===== src/memctrl_cfg.svh =====
// Cache memory controller configuration
// Geometry of the directory and data arrays

`ifndef MEMCTRL_CFG_SVH
`define MEMCTRL_CFG_SVH

// Associativity
`define MC_WAYS 4

// Number of sets in the directory
`define MC_SETS 16

// Address tag kept per entry
`define MC_TAG_WIDTH 8

// Data word, always a whole number of bytes
`define MC_WORD_WIDTH 32

// Words held by one cache line
`define MC_LINE_WORDS 4

`endif


===== src/memctrl_pkg.sv =====
// Cache memory controller types
// Way masks, set and word indexes, directory entries and data words

package memctrl_pkg;

    `include "memctrl_cfg.svh"

    typedef logic [`MC_WAYS-1:0] way_vec_t;
    typedef logic [$clog2(`MC_SETS)-1:0] set_t;
    typedef logic [`MC_TAG_WIDTH-1:0] tag_t;
    typedef logic [$clog2(`MC_LINE_WORDS)-1:0] word_idx_t;

    // One directory entry per set and way
    typedef struct packed {
        logic valid;
        logic dirty;
        tag_t tag;
    } dir_entry_t;

    typedef logic [`MC_WORD_WIDTH-1:0] data_word_t;
    typedef logic [`MC_WORD_WIDTH/8-1:0] data_be_t;

    // Data RAM row is set then word
    typedef logic [$bits(set_t)+$bits(word_idx_t)-1:0] data_addr_t;

endpackage


===== src/dir_state_if.sv =====
// Directory state seen by the victim selector
// Valid bits of the last lookup and refill events

`timescale 1ns/1ps

interface dir_state_if;
    import memctrl_pkg::*;

    way_vec_t valid_vec;
    set_t     read_set;
    logic     refill;
    set_t     refill_set;
    way_vec_t refill_way;

    modport ctrl (
        output valid_vec,
        output read_set,
        output refill,
        output refill_set,
        output refill_way
    );

    modport victim (
        input valid_vec,
        input read_set,
        input refill,
        input refill_set,
        input refill_way
    );

endinterface


===== src/victim_sel.sv =====
// Victim way selection
// First invalid way of the looked-up set, else a per-set round-robin way

`timescale 1ns/1ps

`include "memctrl_cfg.svh"

module victim_sel (
    input  logic                  clk_i,
    input  logic                  rst_ni,
    dir_state_if.victim           state_i,
    output memctrl_pkg::way_vec_t victim_way_o
);
    import memctrl_pkg::*;

    localparam int unsigned PTR_WIDTH = $clog2(`MC_WAYS);

    typedef logic [PTR_WIDTH-1:0] ptr_t;

    ptr_t     ptr_q [`MC_SETS];
    ptr_t     refill_idx;
    way_vec_t invalid_ways;
    way_vec_t first_invalid;

    always_comb begin : refill_encode
        refill_idx = '0;
        for (int w = 0; w < `MC_WAYS; w++) begin
            if (state_i.refill_way[w]) begin
                refill_idx = ptr_t'(w);
            end
        end
    end

    // Pointer moves past the way just refilled
    always_ff @(posedge clk_i or negedge rst_ni) begin : ptr_update
        if (!rst_ni) begin
            for (int s = 0; s < `MC_SETS; s++) begin
                ptr_q[s] <= '0;
            end
        end else if (state_i.refill) begin
            if (refill_idx == ptr_t'(`MC_WAYS - 1)) begin
                ptr_q[state_i.refill_set] <= '0;
            end else begin
                ptr_q[state_i.refill_set] <= refill_idx + 1'b1;
            end
        end
    end

    assign invalid_ways  = ~state_i.valid_vec;
    // Isolate the lowest set bit
    assign first_invalid = invalid_ways & (~invalid_ways + way_vec_t'(1));

    assign victim_way_o = (|invalid_ways) ? first_invalid :
                          way_vec_t'(1) << ptr_q[state_i.read_set];

endmodule


===== src/flat_wrapper.sv =====
// flat-port wrapper written by rule: the top's interface ports become plain ports
module victim_sel_flat import memctrl_pkg::*;
  (clk_i, rst_ni, victim_way_o, state_i_valid_vec, state_i_read_set, state_i_refill, state_i_refill_set, state_i_refill_way);
  dir_state_if state_i_i ();
  input  logic clk_i;
  input  logic rst_ni;
  output memctrl_pkg::way_vec_t victim_way_o;
  input wire logic [$bits(state_i_i.valid_vec)-1:0] state_i_valid_vec;
  input wire logic [$bits(state_i_i.read_set)-1:0] state_i_read_set;
  input wire logic [$bits(state_i_i.refill)-1:0] state_i_refill;
  input wire logic [$bits(state_i_i.refill_set)-1:0] state_i_refill_set;
  input wire logic [$bits(state_i_i.refill_way)-1:0] state_i_refill_way;
  assign state_i_i.valid_vec = state_i_valid_vec;
  assign state_i_i.read_set = state_i_read_set;
  assign state_i_i.refill = state_i_refill;
  assign state_i_i.refill_set = state_i_refill_set;
  assign state_i_i.refill_way = state_i_refill_way;
  victim_sel u_core (.clk_i(clk_i), .rst_ni(rst_ni), .state_i(state_i_i), .victim_way_o(victim_way_o));
endmodule

===== config.mk =====
export PLATFORM = sky130hd
export DESIGN_NAME = victim_sel_flat
export DESIGN_NICKNAME = d
export VERILOG_FILES = /design/src/memctrl_pkg.sv /design/src/dir_state_if.sv /design/src/victim_sel.sv /design/src/flat_wrapper.sv
export VERILOG_INCLUDE_DIRS = /design/src
export SDC_FILE = /design/constraint.sdc
export NUM_CORES = 1
export LEC_CHECK = 0
export BUFFER_PORTS_ARGS = -buffer_cell sky130_fd_sc_hd__clkbuf_2
export CAP_MARGIN = 10
export CORE_ASPECT_RATIO = 1.1
export CORE_MARGIN = 4
export CORE_UTILIZATION = 50
export CTS_BUF_LIST = sky130_fd_sc_hd__clkbuf_8
export CTS_CLUSTER_SIZE = 24
export DETAILED_ROUTE_END_ITERATION = 6
export HOLD_SLACK_MARGIN = 0.15
export PLACE_DENSITY_LB_ADDON = 0.12
export SLEW_MARGIN = 0
export SYNTH_ARGS = -nofsm -noshare
export SYNTH_HDL_FRONTEND = slang
export SYNTH_SLANG_ARGS = --single-unit
export TNS_END_PERCENT = 30

===== constraint.sdc =====
create_clock -name clk_i -period 1.9 [get_ports clk_i]
set_clock_uncertainty 0.1 [all_clocks]
set_input_delay 0 -clock clk_i [delete_from_list [all_inputs] [get_ports clk_i]]
set_output_delay 0 -clock clk_i [all_outputs]
set_load 0.01 [all_outputs]

==> flow_summary.json <==
{
  "drt_iter0_drc": 51,
  "required_ps": 1800,
  "synth-edff-count": 0,
  "largest_reg_flops": 32,
  "syn_inst": 160,
  "yosys_warnings": 0,
  "p_per_area_nw_per_um2": 746.7,
  "layout_setup_ws_ps": -210.1,
  "overflow": 0,
  "drtPass1Iterations": 4,
  "cp.arrival_ps": 2010,
  "synth-seq-area-share": 0.4568,
  "dp_slack_ps": 60.21,
  "routedWlPerCell_um": 16.74,
  "slew_viol_final": 0,
  "coreArea_um2": 3358,
  "chipHeight_um": 70.10,
  "port_buffers": 21,
  "vias": 1446,
  "vias_per_cell": 5.784,
  "hold_viol": 0,
  "critical_path_class": "flip-flop to output port",
  "synth-seq-cells": 32,
  "final_nets": 222,
  "drc": 0,
  "status": "finished, violations left",
  "timing.hold.ws_ps": 156.0,
  "ioPinCount": 23,
  "cp_max_fo": 2,
  "synth_top_area_frac": 0.4568,
  "dpl.hpwl_um": 2946,
  "setup_viol": 4,
  "ir_drop_v": 0.0005297,
  "ys_types": 29,
  "root_buffer": "clkbuf_8",
  "worstSkewPairLatency_ps": 290,
  "cts_tree": "built",
  "synth_area_um2": 1753,
  "fin_crit_sh": 1.111,
  "violations": "setup timing",
  "top_register": "u_core.ptr_q",
  "fp.dieArea_um2": 4518,
  "rsz0062_at_grt": "true",
  "cp-start-kind": "flip-flop",
  "p_leak_nw": 1.038,
  "detail-route-antenna-nets": 0,
  "async_flop_share": 1.000,
  "synthFlopType": "dfrtp_1",
  "yosysTopAreaCell": "dfrtp_1",
  "numClockSinks": 32,
  "cts_buffers": 5,
  "grt_pass1_vias": 1431,
  "wirelength_um": 4185,
  "grt_max_degree": 33,
  "antenna_found_initial": 0,
  "period_needed_ps": 2110,
  "layout-drive-gt1-share": 0.2871,
  "synth_most_common_cell": "dfrtp_1",
  "synth_area_leaders": "dfrtp_1 (46%), a22o_1 (12%), mux4_1 (9.0%)",
  "syn_area_per_cell_um2": 10.96,
  "tightestPinTransition_ps": 776.7,
  "largest_registers": "u_core.ptr_q: 32 flops",
  "diodes": 0,
  "maxCapViolations": 0,
  "htree_levels": 2,
  "worst_hold_path_type": "primary input to flip-flop",
  "start_util": 0.5220,
  "cp-end-kind": "output port",
  "grt_usage": 0.1928,
  "yosys-top-cells-count": "dfrtp_1 (32), a22o_1 (24), nand2_1 (18), a21oi_1 (14), nor2_1 (11)",
  "synth_nets": 181,
  "maxSlewHeadroom": 0.4822,
  "globalplace.congestion": 0.9233,
  "clk_pin_slew_ps": 70,
  "rows": 22,
  "area_growth_pct": 26.84,
  "fmax_mhz": 473.9,
  "grt_pass1_wl_um": 6644,
  "die_x_um": 64.46,
  "clock_path_buffers": 2
}
## metrics by stage
step	util	area [µm²]	TNS (ps)	power (mW)	instances
2_1_floorplan	-	1753	0	0.9004	160
3_3_place_gp	0.5727	1923	0	0.9762	225
3_5_place_dp	0.5727	1923	0	0.9858	225
4_1_cts	0.6453	2167	-790.1	1.659	246
5_1_grt	0.6621	2223	-963.8	1.739	250
6_report	0.6621	2223	-617.4	1.660	250
## placed cells by master (no fill, tap or decap), drive strengths merged, types with 7 or more instances in the layout
cell type | netlist | layout
clkbuf | 7 | 23
a21oi | 14 | 14
buf | 1 | 13
dlygate4sd3 | 0 | 11
nand2 | 18 | 18
dfrtp | 32 | 32
a22o | 24 | 24
mux4 | 8 | 8
nor2 | 11 | 11
nand3 | 7 | 7
## cell type report
cell class	instances	area, µm²
repair buffers	42	306.5
well taps	48	60.06
flip-flops and latches	32	800.8
inverters	4	15.01
fillers	290	1135
clock inverters	3	42.54
clock buffers	5	68.82
multi-input cells	116	929.6
## worst max-delay path: stages (launching register included)
cell and delay (ps):
dfrtp_1 380, mux4_2 480, a22oi_2 200, nand3_2 100
or2_4 260, o31ai_4 150, buf_2 160
## worst paths after layout
check	cells after the start	slack, ps	startpoint	endpoint
min in group asynchronous	2	220	rst_ni	u_core.ptr_q[3]$_DFFE_PN0P_
setup / recovery	6	-210	u_core.ptr_q[21]$_DFFE_PN0P_	victim_way_o[0]
hold reg to reg	1	400	u_core.ptr_q[13]$_DFFE_PN0P_	u_core.ptr_q[13]$_DFFE_PN0P_
setup reg to reg	3	870	u_core.ptr_q[21]$_DFFE_PN0P_	u_core.ptr_q[21]$_DFFE_PN0P_
hold / removal	5	160	state_i_refill_set[2]	u_core.ptr_q[2]$_DFFE_PN0P_
max in group asynchronous	2	980	rst_ni	u_core.ptr_q[7]$_DFFE_PN0P_
## layer usage
metal / vias up / part of all wire / track usage
li1: 678 / - / -
met1: 715 / 0.42 / 0.2448
met2: 46 / 0.50 / 0.3096
met3: 7 / 0.068 / 0.05305
met4: 0 / 0.016 / 0.07746
met5: - / 0 / 0
## where the power goes
part           leakage, nW  total [mW]  internal [mW]  switching, mW
Combinational        0.544       0.264          0.128          0.136
Clock               0.0541       0.648          0.388          0.260
Sequential           0.440       0.748          0.723         0.0253
## logic make-up after synthesis
family | count (synthesis) | synth area share
AOI/OAI and AO/OA | 46 | 0.2013
adders and majority gates | 2 | 0.01427
buffers and inverters | 12 | 0.02998
DFF | 32 | 0.4568
muxes | 13 | 0.1449
and+or+nand+nor | 55 | 0.1527
## what timing repair did
action | in CTS | in global routing
hold buffers | 10 | 1
setup endpoints to repair | 4 | 18
hold endpoints to repair | 41 | 1
pin swaps | 4 | 4
buffers inserted | 3 | 4
gates resized for setup | 2 | 13
Power figures use the tool's default switching activity.
