==> src/memctrl_cfg.svh <==
// Cache memory controller configuration
// Geometry of the directory and data arrays

`ifndef MEMCTRL_CFG_SVH
`define MEMCTRL_CFG_SVH

// Associativity
`define MC_WAYS 4

// Number of sets in the directory
`define MC_SETS 16

// Address tag kept per entry
`define MC_TAG_WIDTH 8

// Data word, always a whole number of bytes
`define MC_WORD_WIDTH 32

// Words held by one cache line
`define MC_LINE_WORDS 4

`endif

==> src/memctrl_pkg.sv <==
// Cache memory controller types
// Way masks, set and word indexes, directory entries and data words

package memctrl_pkg;

    `include "memctrl_cfg.svh"

    typedef logic [`MC_WAYS-1:0] way_vec_t;
    typedef logic [$clog2(`MC_SETS)-1:0] set_t;
    typedef logic [`MC_TAG_WIDTH-1:0] tag_t;
    typedef logic [$clog2(`MC_LINE_WORDS)-1:0] word_idx_t;

    // One directory entry per set and way
    typedef struct packed {
        logic valid;
        logic dirty;
        tag_t tag;
    } dir_entry_t;

    typedef logic [`MC_WORD_WIDTH-1:0] data_word_t;
    typedef logic [`MC_WORD_WIDTH/8-1:0] data_be_t;

    // Data RAM row is set then word
    typedef logic [$bits(set_t)+$bits(word_idx_t)-1:0] data_addr_t;

endpackage

==> src/dir_state_if.sv <==
// Directory state seen by the victim selector
// Valid bits of the last lookup and refill events

`timescale 1ns/1ps

interface dir_state_if;
    import memctrl_pkg::*;

    way_vec_t valid_vec;
    set_t     read_set;
    logic     refill;
    set_t     refill_set;
    way_vec_t refill_way;

    modport ctrl (
        output valid_vec,
        output read_set,
        output refill,
        output refill_set,
        output refill_way
    );

    modport victim (
        input valid_vec,
        input read_set,
        input refill,
        input refill_set,
        input refill_way
    );

endinterface

==> src/cache_sram.sv <==
// Single-port synchronous RAM with lane write enables
// Registered read, the read port holds during writes

`timescale 1ns/1ps

module cache_sram #(
    parameter int unsigned ADDR_WIDTH = 4,
    parameter int unsigned LANE_WIDTH = 8,
    parameter int unsigned LANES      = 4
) (
    input  logic                        clk_i,
    input  logic                        rst_ni,
    input  logic                        cs_i,
    input  logic [LANES-1:0]            we_i,
    input  logic [ADDR_WIDTH-1:0]       addr_i,
    input  logic [LANES*LANE_WIDTH-1:0] wdata_i,
    output logic [LANES*LANE_WIDTH-1:0] rdata_o
);
    localparam int unsigned DEPTH = 1 << ADDR_WIDTH;

    logic [LANES-1:0][LANE_WIDTH-1:0] mem_q [DEPTH];
    logic [LANES*LANE_WIDTH-1:0]      rdata_q;

    always_ff @(posedge clk_i) begin : mem_write
        if (cs_i) begin
            for (int l = 0; l < LANES; l++) begin
                if (we_i[l]) begin
                    mem_q[addr_i][l] <= wdata_i[l*LANE_WIDTH +: LANE_WIDTH];
                end
            end
        end
    end

    // Only a pure read updates the output register
    always_ff @(posedge clk_i or negedge rst_ni) begin : mem_read
        if (!rst_ni) begin
            rdata_q <= '0;
        end else if (cs_i && (we_i == '0)) begin
            rdata_q <= mem_q[addr_i];
        end
    end

    assign rdata_o = rdata_q;

endmodule

==> src/dir_ctrl.sv <==
// Cache directory controller
// Clears all sets after reset, then serves lookups, refills and updates
// Hit ways and dirty bit come one cycle after the lookup

`timescale 1ns/1ps

`include "memctrl_cfg.svh"

module dir_ctrl (
    input  logic                  clk_i,
    input  logic                  rst_ni,
    input  logic                  match_i,
    input  memctrl_pkg::set_t     match_set_i,
    input  memctrl_pkg::tag_t     match_tag_i,
    input  logic                  refill_i,
    input  memctrl_pkg::set_t     refill_set_i,
    input  memctrl_pkg::way_vec_t refill_way_i,
    input  memctrl_pkg::tag_t     refill_tag_i,
    input  logic                  updt_i,
    input  memctrl_pkg::set_t     updt_set_i,
    input  memctrl_pkg::way_vec_t updt_way_i,
    input  logic                  updt_valid_i,
    input  logic                  updt_dirty_i,
    input  memctrl_pkg::tag_t     updt_tag_i,
    output logic                  ready_o,
    output memctrl_pkg::way_vec_t hit_way_o,
    output logic                  hit_dirty_o,
    dir_state_if.ctrl             state_o
);
    import memctrl_pkg::*;

    localparam int unsigned ENTRY_WIDTH = $bits(dir_entry_t);

    logic                         init_q;
    set_t                         init_set_q;
    set_t                         dir_addr;
    way_vec_t                     dir_cs;
    way_vec_t                     dir_we;
    dir_entry_t                   dir_wentry;
    dir_entry_t [`MC_WAYS-1:0]    dir_rentry;
    tag_t                         match_tag_q;
    set_t                         read_set_q;
    way_vec_t                     valid_vec;
    way_vec_t                     dirty_vec;

    // Init sequencer, one set per cycle
    always_ff @(posedge clk_i or negedge rst_ni) begin : init_seq
        if (!rst_ni) begin
            init_q     <= 1'b0;
            init_set_q <= '0;
        end else if (!init_q) begin
            init_set_q <= init_set_q + 1'b1;
            init_q     <= (init_set_q == set_t'(`MC_SETS - 1));
        end
    end

    assign ready_o = init_q;

    // Request mux, match first, then refill, then update
    always_comb begin : dir_req_mux
        dir_addr   = read_set_q;
        dir_cs     = '0;
        dir_we     = '0;
        dir_wentry = '0;
        if (!init_q) begin
            dir_addr = init_set_q;
            dir_cs   = '1;
            dir_we   = '1;
        end else if (match_i) begin
            dir_addr = match_set_i;
            dir_cs   = '1;
        end else if (refill_i) begin
            dir_addr   = refill_set_i;
            dir_cs     = refill_way_i;
            dir_we     = refill_way_i;
            dir_wentry = '{valid: 1'b1, dirty: 1'b0, tag: refill_tag_i};
        end else if (updt_i) begin
            dir_addr   = updt_set_i;
            dir_cs     = updt_way_i;
            dir_we     = updt_way_i;
            dir_wentry = '{valid: updt_valid_i, dirty: updt_dirty_i, tag: updt_tag_i};
        end
    end

    for (genvar w = 0; w < `MC_WAYS; w++) begin : gen_dir_ram
        cache_sram #(
            .ADDR_WIDTH ($bits(set_t)),
            .LANE_WIDTH (ENTRY_WIDTH),
            .LANES      (1)
        ) u_dir_ram (
            .clk_i   (clk_i),
            .rst_ni  (rst_ni),
            .cs_i    (dir_cs[w]),
            .we_i    (dir_we[w]),
            .addr_i  (dir_addr),
            .wdata_i (dir_wentry),
            .rdata_o (dir_rentry[w])
        );

        assign valid_vec[w] = dir_rentry[w].valid;
        assign dirty_vec[w] = dir_rentry[w].dirty;
        assign hit_way_o[w] = valid_vec[w] & (dir_rentry[w].tag == match_tag_q);
    end

    always_ff @(posedge clk_i or negedge rst_ni) begin : read_set_reg
        if (!rst_ni) begin
            read_set_q <= '0;
        end else if (init_q && match_i) begin
            read_set_q <= match_set_i;
        end
    end

    // Tag compared against the RAM output next cycle
    always_ff @(posedge clk_i) begin : match_tag_reg
        if (match_i) begin
            match_tag_q <= match_tag_i;
        end
    end

    assign hit_dirty_o = |(hit_way_o & dirty_vec);

    assign state_o.valid_vec  = valid_vec;
    assign state_o.read_set   = read_set_q;
    assign state_o.refill     = init_q & refill_i & ~match_i;
    assign state_o.refill_set = refill_set_i;
    assign state_o.refill_way = refill_way_i;

endmodule

==> src/flat_wrapper.sv <==
// flat-port wrapper written by rule: the top's interface ports become plain ports
module dir_ctrl_flat import memctrl_pkg::*;
  (clk_i, rst_ni, match_i, match_set_i, match_tag_i, refill_i, refill_set_i, refill_way_i, refill_tag_i, updt_i, updt_set_i, updt_way_i, updt_valid_i, updt_dirty_i, updt_tag_i, ready_o, hit_way_o, hit_dirty_o, state_o_valid_vec, state_o_read_set, state_o_refill, state_o_refill_set, state_o_refill_way);
  dir_state_if state_o_i ();
  input  logic clk_i;
  input  logic rst_ni;
  input  logic match_i;
  input  memctrl_pkg::set_t match_set_i;
  input  memctrl_pkg::tag_t match_tag_i;
  input  logic refill_i;
  input  memctrl_pkg::set_t refill_set_i;
  input  memctrl_pkg::way_vec_t refill_way_i;
  input  memctrl_pkg::tag_t refill_tag_i;
  input  logic updt_i;
  input  memctrl_pkg::set_t updt_set_i;
  input  memctrl_pkg::way_vec_t updt_way_i;
  input  logic updt_valid_i;
  input  logic updt_dirty_i;
  input  memctrl_pkg::tag_t updt_tag_i;
  output logic ready_o;
  output memctrl_pkg::way_vec_t hit_way_o;
  output logic hit_dirty_o;
  output wire logic [$bits(state_o_i.valid_vec)-1:0] state_o_valid_vec;
  output wire logic [$bits(state_o_i.read_set)-1:0] state_o_read_set;
  output wire logic [$bits(state_o_i.refill)-1:0] state_o_refill;
  output wire logic [$bits(state_o_i.refill_set)-1:0] state_o_refill_set;
  output wire logic [$bits(state_o_i.refill_way)-1:0] state_o_refill_way;
  assign state_o_valid_vec = state_o_i.valid_vec;
  assign state_o_read_set = state_o_i.read_set;
  assign state_o_refill = state_o_i.refill;
  assign state_o_refill_set = state_o_i.refill_set;
  assign state_o_refill_way = state_o_i.refill_way;
  dir_ctrl u_core (.clk_i(clk_i), .rst_ni(rst_ni), .match_i(match_i), .match_set_i(match_set_i), .match_tag_i(match_tag_i), .refill_i(refill_i), .refill_set_i(refill_set_i), .refill_way_i(refill_way_i), .refill_tag_i(refill_tag_i), .updt_i(updt_i), .updt_set_i(updt_set_i), .updt_way_i(updt_way_i), .updt_valid_i(updt_valid_i), .updt_dirty_i(updt_dirty_i), .updt_tag_i(updt_tag_i), .ready_o(ready_o), .hit_way_o(hit_way_o), .hit_dirty_o(hit_dirty_o), .state_o(state_o_i));
endmodule
==> config.mk <==
export PLATFORM = sky130hd
export DESIGN_NAME = dir_ctrl_flat
export DESIGN_NICKNAME = d
export VERILOG_FILES = /design/src/memctrl_pkg.sv /design/src/dir_state_if.sv /design/src/cache_sram.sv /design/src/dir_ctrl.sv /design/src/flat_wrapper.sv
export VERILOG_INCLUDE_DIRS = /design/src
export SDC_FILE = /design/constraint.sdc
export NUM_CORES = 1
export LEC_CHECK = 0
export BUFFER_PORTS_ARGS = -buffer_cell sky130_fd_sc_hd__buf_4
export CELL_PAD_IN_SITES_DETAIL_PLACEMENT = 1
export CELL_PAD_IN_SITES_GLOBAL_PLACEMENT = 1
export CORE_MARGIN = 4
export CORE_UTILIZATION = 59
export CTS_BUF_LIST = sky130_fd_sc_hd__clkbuf_8
export DETAILED_ROUTE_END_ITERATION = 7
export PLACE_DENSITY = 0.95
export SLEW_MARGIN = 10
export SYNTH_ARGS = -nofsm -noshare
export SYNTH_HDL_FRONTEND = slang
export SYNTH_SLANG_ARGS = --single-unit
==> constraint.sdc <==
create_clock -name clk_i -period 11.9 [get_ports clk_i]
set_clock_uncertainty 0.05 [all_clocks]
set_input_delay 1.19 -clock clk_i [delete_from_list [all_inputs] [get_ports clk_i]]
set_output_delay 1.19 -clock clk_i [all_outputs]
set_load 0.01 [all_outputs]
==> impl_metrics.json, run 1 <==
{
  "ant_nets": 0,
  "placed_cells": 2470,
  "nNetsFinal": 2017,
  "report.final.hold_viol_count": 0,
  "cts_resized": 0,
  "cp-end-kind": "register",
  "rows": 80,
  "place.gp.congestion": 0.8734,
  "internal-power_w": 0.003858,
  "worstSetupStartpointType": "register",
  "finalWorstSetupSlack_ps": 6777,
  "register_area_um2": 20680,
  "fp.dieH_um": 228.1,
  "drive_gt1_share_pct": 17.20,
  "cts.sinks": 697,
  "final_cells": 2673,
  "wl_per_cell_um": 40.92,
  "antenna_found_initial": 0,
  "routed_wl_um": 109400,
  "ctsHoldBuffers": 0,
  "worstSetupPathType": "register to register",
  "cts_tree": "yes",
  "layout_common_cells": "edfxtp_1 (648), a21oi_1 (154), nand3_1 (128), o21ai_0 (125), clkbuf_8 (120)",
  "synth_cell_types": 56,
  "final_common_cell": "edfxtp_1",
  "drcViolationCount": 0,
  "p_sw_share_pct": 28.96,
  "multiInputGateArea_um2": 7283,
  "port_buffers": 73,
  "clk_latency_ps": 750,
  "grt_util_all_layers_pct": 40.00,
  "synth_seq_cells": 697,
  "largest-register": "u_core.gen_dir_ram.u_dir_ram.mem_q",
  "yosysSeqAreaShare_pct": 72.39,
  "io_pins": 74,
  "fillers": 4229,
  "netlist_area_um2": 28570,
  "vias_per_cell": 7.868,
  "cts_buffer_depth": 3,
  "area_growth_syn_to_layout_pct": 10.47,
  "synth_top_cell_by_area": "edfxtp_1",
  "status": "completed",
  "start_util_pct": 59.72,
  "clockPowerShare_pct": 38.1,
  "synthTopCellsByArea": "edfxtp_1 (68%), dfrtp_1 (4.3%), a21oi_1 (2.7%), nand3_1 (2.2%), o21ai_0 (2.2%)",
  "min_period_ps": 5123,
  "arrival_ps": 5430,
  "overflow": 0,
  "synth_edf_count": 648,
  "grt_pass1_wl_um": 152100,
  "cts_root_buf": "clkbuf_8",
  "fin_total_pwr_w": 0.005430,
  "path_clk_slew_ps": 80,
  "vias": 21030,
  "dr.first_iter.drc_count": 4152,
  "dp_slack_ps": 6710,
  "maxCapViolations": 0,
  "syn_nets": 1967,
  "synth_top_area_share_pct": 68.10,
  "max_clock_freq_ghz": 0.1952,
  "worstPathRequired_ps": 12210,
  "power_leakage_nw": 10.76,
  "syn_inst": 1915,
  "syn_avg_cell_area_um2": 14.92,
  "fp.dieW_um": 228.1,
  "rsz0062_at_grt": "no",
  "hpwl_um": 53380,
  "switchingPower_w": 0.001572,
  "largest_reg_flops": 640,
  "core-area_um2": 47850,
  "htreeDepth": 3,
  "drt_first_pass_iters": 6,
  "period_share_pct": 43.05,
  "grt_pass1_vias": 21130,
  "peakVddDrop_mv": 0.07930,
  "finalSetupTns_ps": 0,
  "setup_viol": 0,
  "postCtsSetupRepairBufs": 0,
  "dominantRegCellSynth": "edfxtp_1",
  "crit_path_max_fanout": 102,
  "worstMarginPinSlew_ps": 1435,
  "diodes": 0,
  "synthArstFlopShare_pct": 7.030,
  "maxSlewHeadroom_pct": 3.951,
  "cts_made_buffers": 107,
  "die-area_um2": 52010,
  "sequentialPowerShare_pct": 51.4,
  "yosys_warnings": 0,
  "combPwrFrac_pct": 10.6,
  "hold_class": "register to register",
  "grt_max_degree": 124,
  "drv_slew": 0,
  "powerDensity_nw_per_um2": 172.0
}
-- logic make-up after synthesis --
group           Yosys count  synth area share [%]
mux                      68                 3.332
simple gates            347                 5.942
fa+ha+maj                 1               0.04378
xor+xnor                 35                 1.073
buf+inv                 161                 2.623
compound gates          606                 14.59
flops                   697                 72.39
-- power groups by stage --
stage               combinational, W  sequential [W]  clock [W]
finish                      0.000574         0.00279    0.00207
global route                0.000579         0.00278    0.00215
CTS                         0.000541         0.00278    0.00200
detailed placement          0.000514         0.00283          0
global placement            0.000473         0.00282          0
floorplan                   0.000315         0.00280          0
-- worst paths after layout --
kind                       depth (start not counted)                                            to                       start  slack [ps]
hold / removal                                     2                    u_core.state_o.read_set[2]  u_core.state_o.read_set[2]         480
setup / recovery                                   5  u_core.gen_dir_ram[3].u_dir_ram.mem_q[14][6]              u_core.ready_o        6780
setup reg to reg                                   5  u_core.gen_dir_ram[3].u_dir_ram.mem_q[14][6]              u_core.ready_o        6780
max in group asynchronous                          1    u_core.gen_dir_ram[1].u_dir_ram.rdata_o[8]                      rst_ni       10690
hold reg to reg                                    2                    u_core.state_o.read_set[2]  u_core.state_o.read_set[2]         480
min in group asynchronous                          1    u_core.gen_dir_ram[3].u_dir_ram.rdata_o[1]                      rst_ni         490
-- metrics by stage --
| stage | hold WS (ps) | util [%] | cell area, µm² |
|---|---|---|---|
| finish | 484.5 | 65.97 | 31570 |
| global route | 523.1 | 65.97 | 31570 |
| CTS | 472.7 | 65.90 | 31530 |
| detailed placement | 458.8 | 61.62 | 29480 |
| global placement | 438.6 | 61.62 | 29480 |
| floorplan | 418.2 | - | 28570 |
-- Yosys cell counts (4+ instances only) --
master and number:
edfxtp_1 648, a21oi_1 154, nand3_1 128, o21ai_0 125, clkbuf_1 109, nor2_1 78
a21o_1 62, a211o_1 59, nand2_1 52, dfrtp_1 49, a211oi_1 39, and2_1 36
mux2_2 36, o22ai_1 32, a211oi_2 31, o32ai_1 31, and3_1 24, buf_4 24
buf_2 20, xor2_1 20, mux4_2 18, a22oi_1 15, xnor2_1 15, mux2i_1 13
o211ai_1 10, a2111oi_0 9, a22o_1 9, nor3_1 9, o21a_1 9, a2111o_1 8
nor4_1 6, buf_6 4
-- per-layer routing --
metal / vias to the layer above / global-route usage [%] / part of all wire [%]
li1: 7654 / - / -
met5: - / 0 / 0
met2: 2498 / 61.86 / 45
met1: 10190 / 49.30 / 32
met3: 686 / 12.29 / 14
met4: 0 / 26.08 / 9.0
-- final cells by class --
| cell class | count | share of cell area [%] |
|---|---|---|
| Inverter | 1 | 0.01189 |
| Tap cell | 615 | 2.438 |
| Clock buffer | 120 | 5.232 |
| Clock inverter | 82 | 1.249 |
| Multi-Input combinational cell | 1057 | 23.07 |
| Timing Repair Buffer | 101 | 2.466 |
| Sequential cell | 697 | 65.53 |
-- worst max-delay path, stage by stage (launching register included) --
cell and delay (ps):
dfrtp_1 790, nor3b_4 610, nand2_1 410, nand2_8 710, nand2_1 950, nor2_1 1200
Note: power is estimated with default switching activity, not from simulation.
==> run 2: changes to the inputs <==
--- a/config.mk
+++ b/config.mk
@@ -6,14 +6,15 @@
 export SDC_FILE = /design/constraint.sdc
 export NUM_CORES = 1
 export LEC_CHECK = 0
+export ABC_AREA = 1
 export BUFFER_PORTS_ARGS = -buffer_cell sky130_fd_sc_hd__buf_4
 export CELL_PAD_IN_SITES_DETAIL_PLACEMENT = 1
 export CELL_PAD_IN_SITES_GLOBAL_PLACEMENT = 1
 export CORE_MARGIN = 4
-export CORE_UTILIZATION = 59
+export CORE_UTILIZATION = 52
 export CTS_BUF_LIST = sky130_fd_sc_hd__clkbuf_8
 export DETAILED_ROUTE_END_ITERATION = 7
-export PLACE_DENSITY = 0.95
+export PLACE_DENSITY = 0.9
 export SLEW_MARGIN = 10
 export SYNTH_ARGS = -nofsm -noshare
 export SYNTH_HDL_FRONTEND = slang
==> constraint.sdc (replaced) <==
create_clock -name clk_i -period 5.1 [get_ports clk_i]
set_clock_uncertainty 0.05 [all_clocks]
set_input_delay 0.51 -clock clk_i [delete_from_list [all_inputs] [get_ports clk_i]]
set_output_delay 0.51 -clock clk_i [all_outputs]
set_load 0.01 [all_outputs]
==> run 2 against run 1 <==
Net effect: clock power increased by 130%; routed wire length down 4.5%; critical path depth grew 3; global-route usage shrank 7.8 points; critical endpoint is now u_core.gen_dir_ram[0].u_dir_ram.mem_q[8][7].
==> impl_metrics.json, run 2 <==
{
  "io_pins": 74,
  "crit_chain": "inv_2, nand2_1, nand2_1, inv_6, nand3_4, nor2_2, nand2_1, nor2_1",
  "netlist_area_um2": 30690,
  "finish.utilization_pct": 58.21,
  "synthTopCellsByArea": "edfxtp_1 (63%), nand2_1 (16%), nand4_1 (5.0%), dfrtp_1 (4.0%), nor2_1 (2.5%)",
  "grt_pass1_wl_um": 156100,
  "slowest_stage": "nor2_1",
  "largest_reg_flops": 640,
  "synthTopCellsByCount": "nand2_1 (1296), edfxtp_1 (648), nand4_1 (246)",
  "dpl_cell_area_um2": 31530,
  "htreeDepth": 3,
  "routed_wl_um": 104400,
  "period_share_pct": 81.45,
  "synth_cell_types": 38,
  "die-area_um2": 62980,
  "port_buffers": 73,
  "max_clock_freq_ghz": 0.2407,
  "synth_top_cell_by_area": "edfxtp_1",
  "status": "completed",
  "syn_avg_cell_area_um2": 10.31,
  "worstMarginPinSlew_ps": 1321,
  "drive_gt1_share_pct": 9.835,
  "area_growth_syn_to_layout_pct": 10.04,
  "drt_first_pass_iters": 6,
  "r2r_start": "u_core.ready_o",
  "ctsHoldBuffers": 10,
  "grt_util_all_layers_pct": 32.25,
  "arrival_ps": 4420,
  "syn_nets": 3029,
  "core-area_um2": 58030,
  "grt_use_met1_pct": 39.89,
  "busiest_layer": "met2",
  "dominantRegCellSynth": "edfxtp_1",
  "postCtsSetupRepairBufs": 0,
  "synth_top_area_share_pct": 63.39,
  "vias": 24450,
  "powerDensity_nw_per_um2": 377.0,
  "fin_area_um2": 33780,
  "wl_per_cell_um": 27.08,
  "cts_root_buf": "clkbuf_8",
  "rsz0062_at_grt": "no",
  "worstSetupPathType": "register to register",
  "synth_seq_cells": 697,
  "yosys_warnings": 0,
  "worstSetupStartpointType": "register",
  "finalSetupTns_ps": 0,
  "peakVddDrop_mv": 0.1758,
  "hold_depth": 3,
  "worstPathRequired_ps": 5370,
  "synthArstFlopShare_pct": 7.030,
  "syn_inst": 2977,
  "hold_path_end": "u_core.state_o.read_set[1]",
  "gr-usage-met2_pct": 52.93,
  "r2r_setup_slack_ps": 950,
  "clk_latency_ps": 760,
  "cts_resized": 0,
  "cp-end-kind": "register",
  "fp.dieH_um": 251.0,
  "multiInputGateArea_um2": 8566,
  "cts_made_buffers": 111,
  "cts.sinks": 697,
  "cts_tree": "yes",
  "fp.dieW_um": 251.0,
  "overflow": 0,
  "drv_slew": 0,
  "drcViolationCount": 0,
  "dr.first_iter.drc_count": 3190,
  "layout_common_cells": "nand2_1 (1295), edfxtp_1 (648), nand4_1 (246), nor2_1 (204), inv_1 (138)",
  "yosysSeqAreaShare_pct": 67.39,
  "min_period_ps": 4154,
  "ff2ff_path_depth": 8,
  "report.final.hold_viol_count": 0,
  "whs_ps": 42.95,
  "place.gp.congestion": 0.9522,
  "start_util_pct": 52.90,
  "maxCapViolations": 0,
  "use_met3_pct": 7.687,
  "slowest_delay_ps": 990,
  "vias_per_cell": 6.340,
  "power_leakage_nw": 13.91,
  "ant_nets": 0,
  "path_clk_slew_ps": 60,
  "setup_viol": 0,
  "final_common_cell": "nand2_1",
  "rr_endpoint": "u_core.gen_dir_ram[0].u_dir_ram.mem_q[8][7]",
  "register_area_um2": 20680,
  "min_from": "match_set_i[1]",
  "antenna_found_initial": 3,
  "crit_path_max_fanout": 83,
  "largest-register": "u_core.gen_dir_ram.u_dir_ram.mem_q",
  "rows": 88,
  "grt_pass1_vias": 25710,
  "nNetsFinal": 3057,
  "hpwl_um": 57960,
  "cts_buffer_depth": 3,
  "maxSlewHeadroom_pct": 11.63,
  "fin_total_pwr_w": 0.01273,
  "hold_class": "primary input to register",
  "synth.most_common_cell": "nand2_1",
  "cp_common_cell": "nand2_1",
  "fillers": 6178,
  "synth_edf_count": 648,
  "grt_max_degree": 241
}
## run 2: cell count changes in the layout (fill, tap and decap cells not counted), moves of 59 or more
cell / change
a21o_1: -62
a211o_1: -59
nor2_1: +127
o21ai_0: -77
a21oi_1: -148
inv_1: +94
nand4_1: +243
nand2_1: +1247
nand3_1: -83
## run 2: final cells by class
| type | instances | area share (%) |
|---|---|---|
| Sequential cell | 697 | 61.24 |
| Antenna cell | 1 | 0.007409 |
| Multi-Input combinational cell | 1961 | 25.36 |
| Clock inverter | 77 | 1.352 |
| Timing Repair Buffer | 122 | 2.971 |
| Clock buffer | 122 | 4.971 |
| Tap cell | 765 | 2.834 |
| Inverter | 112 | 1.267 |
## run 2: kinds of logic after synthesis
logic type      synth area share, %
compound gates                2.458
buf+inv                       4.953
xor+xnor                     0.3995
simple gates                  24.76
flops                         67.39
fa+ha+maj                   0.04076
## run 2: routing by layer
metal  vias to the layer above  wire (µm)  part of all wire, %
met5                         -         23                0.022
met4                         4       6103                  5.8
met3                       449      11720                   11
met2                      1785      49720                   48
met1                     12080      36860                   35
li1                      10140          -                    -
## run 2: worst max-delay path: cells and delay by family, from the launching register on
family	cells	cell delay (ps)
buffers and inverters	2	790
and+or+nand+nor	6	2200
DFF	1	630
## run 2: where the power goes
group          internal [W]  switching (W)  leakage, nW
Sequential          0.00639       0.000103         6.58
Combinational      0.000369        0.00113         6.10
Clock               0.00244        0.00231         1.23
Total               0.00919        0.00354         13.9
## run 2: how the worst max path moves through the flow
stage,startpoint,end,slack [ps],depth (start not counted)
finish,u_core.ready_o,u_core.gen_dir_ram[0].u_dir_ram.mem_q[8][7],950,8
global route,u_core.ready_o,u_core.gen_dir_ram[0].u_dir_ram.rdata_o[3],870,15
CTS,u_core.ready_o,u_core.gen_dir_ram[0].u_dir_ram.mem_q[15][8],1070,9
detailed placement,match_i,u_core.gen_dir_ram[0].u_dir_ram.rdata_o[3],1190,15
global placement,u_core.ready_o,u_core.gen_dir_ram[0].u_dir_ram.mem_q[8][6],1430,8
floorplan,updt_i,u_core.gen_dir_ram[0].u_dir_ram.mem_q[0][9],1750,4
## run 2: through the flow
stage	setup slack, ps	instances
after floorplan	1752	2977
final	946.0	3857
after CTS	1072	3856
after detailed placement	1191	3647
after global routing	870.2	3856
after global placement	1428	3647
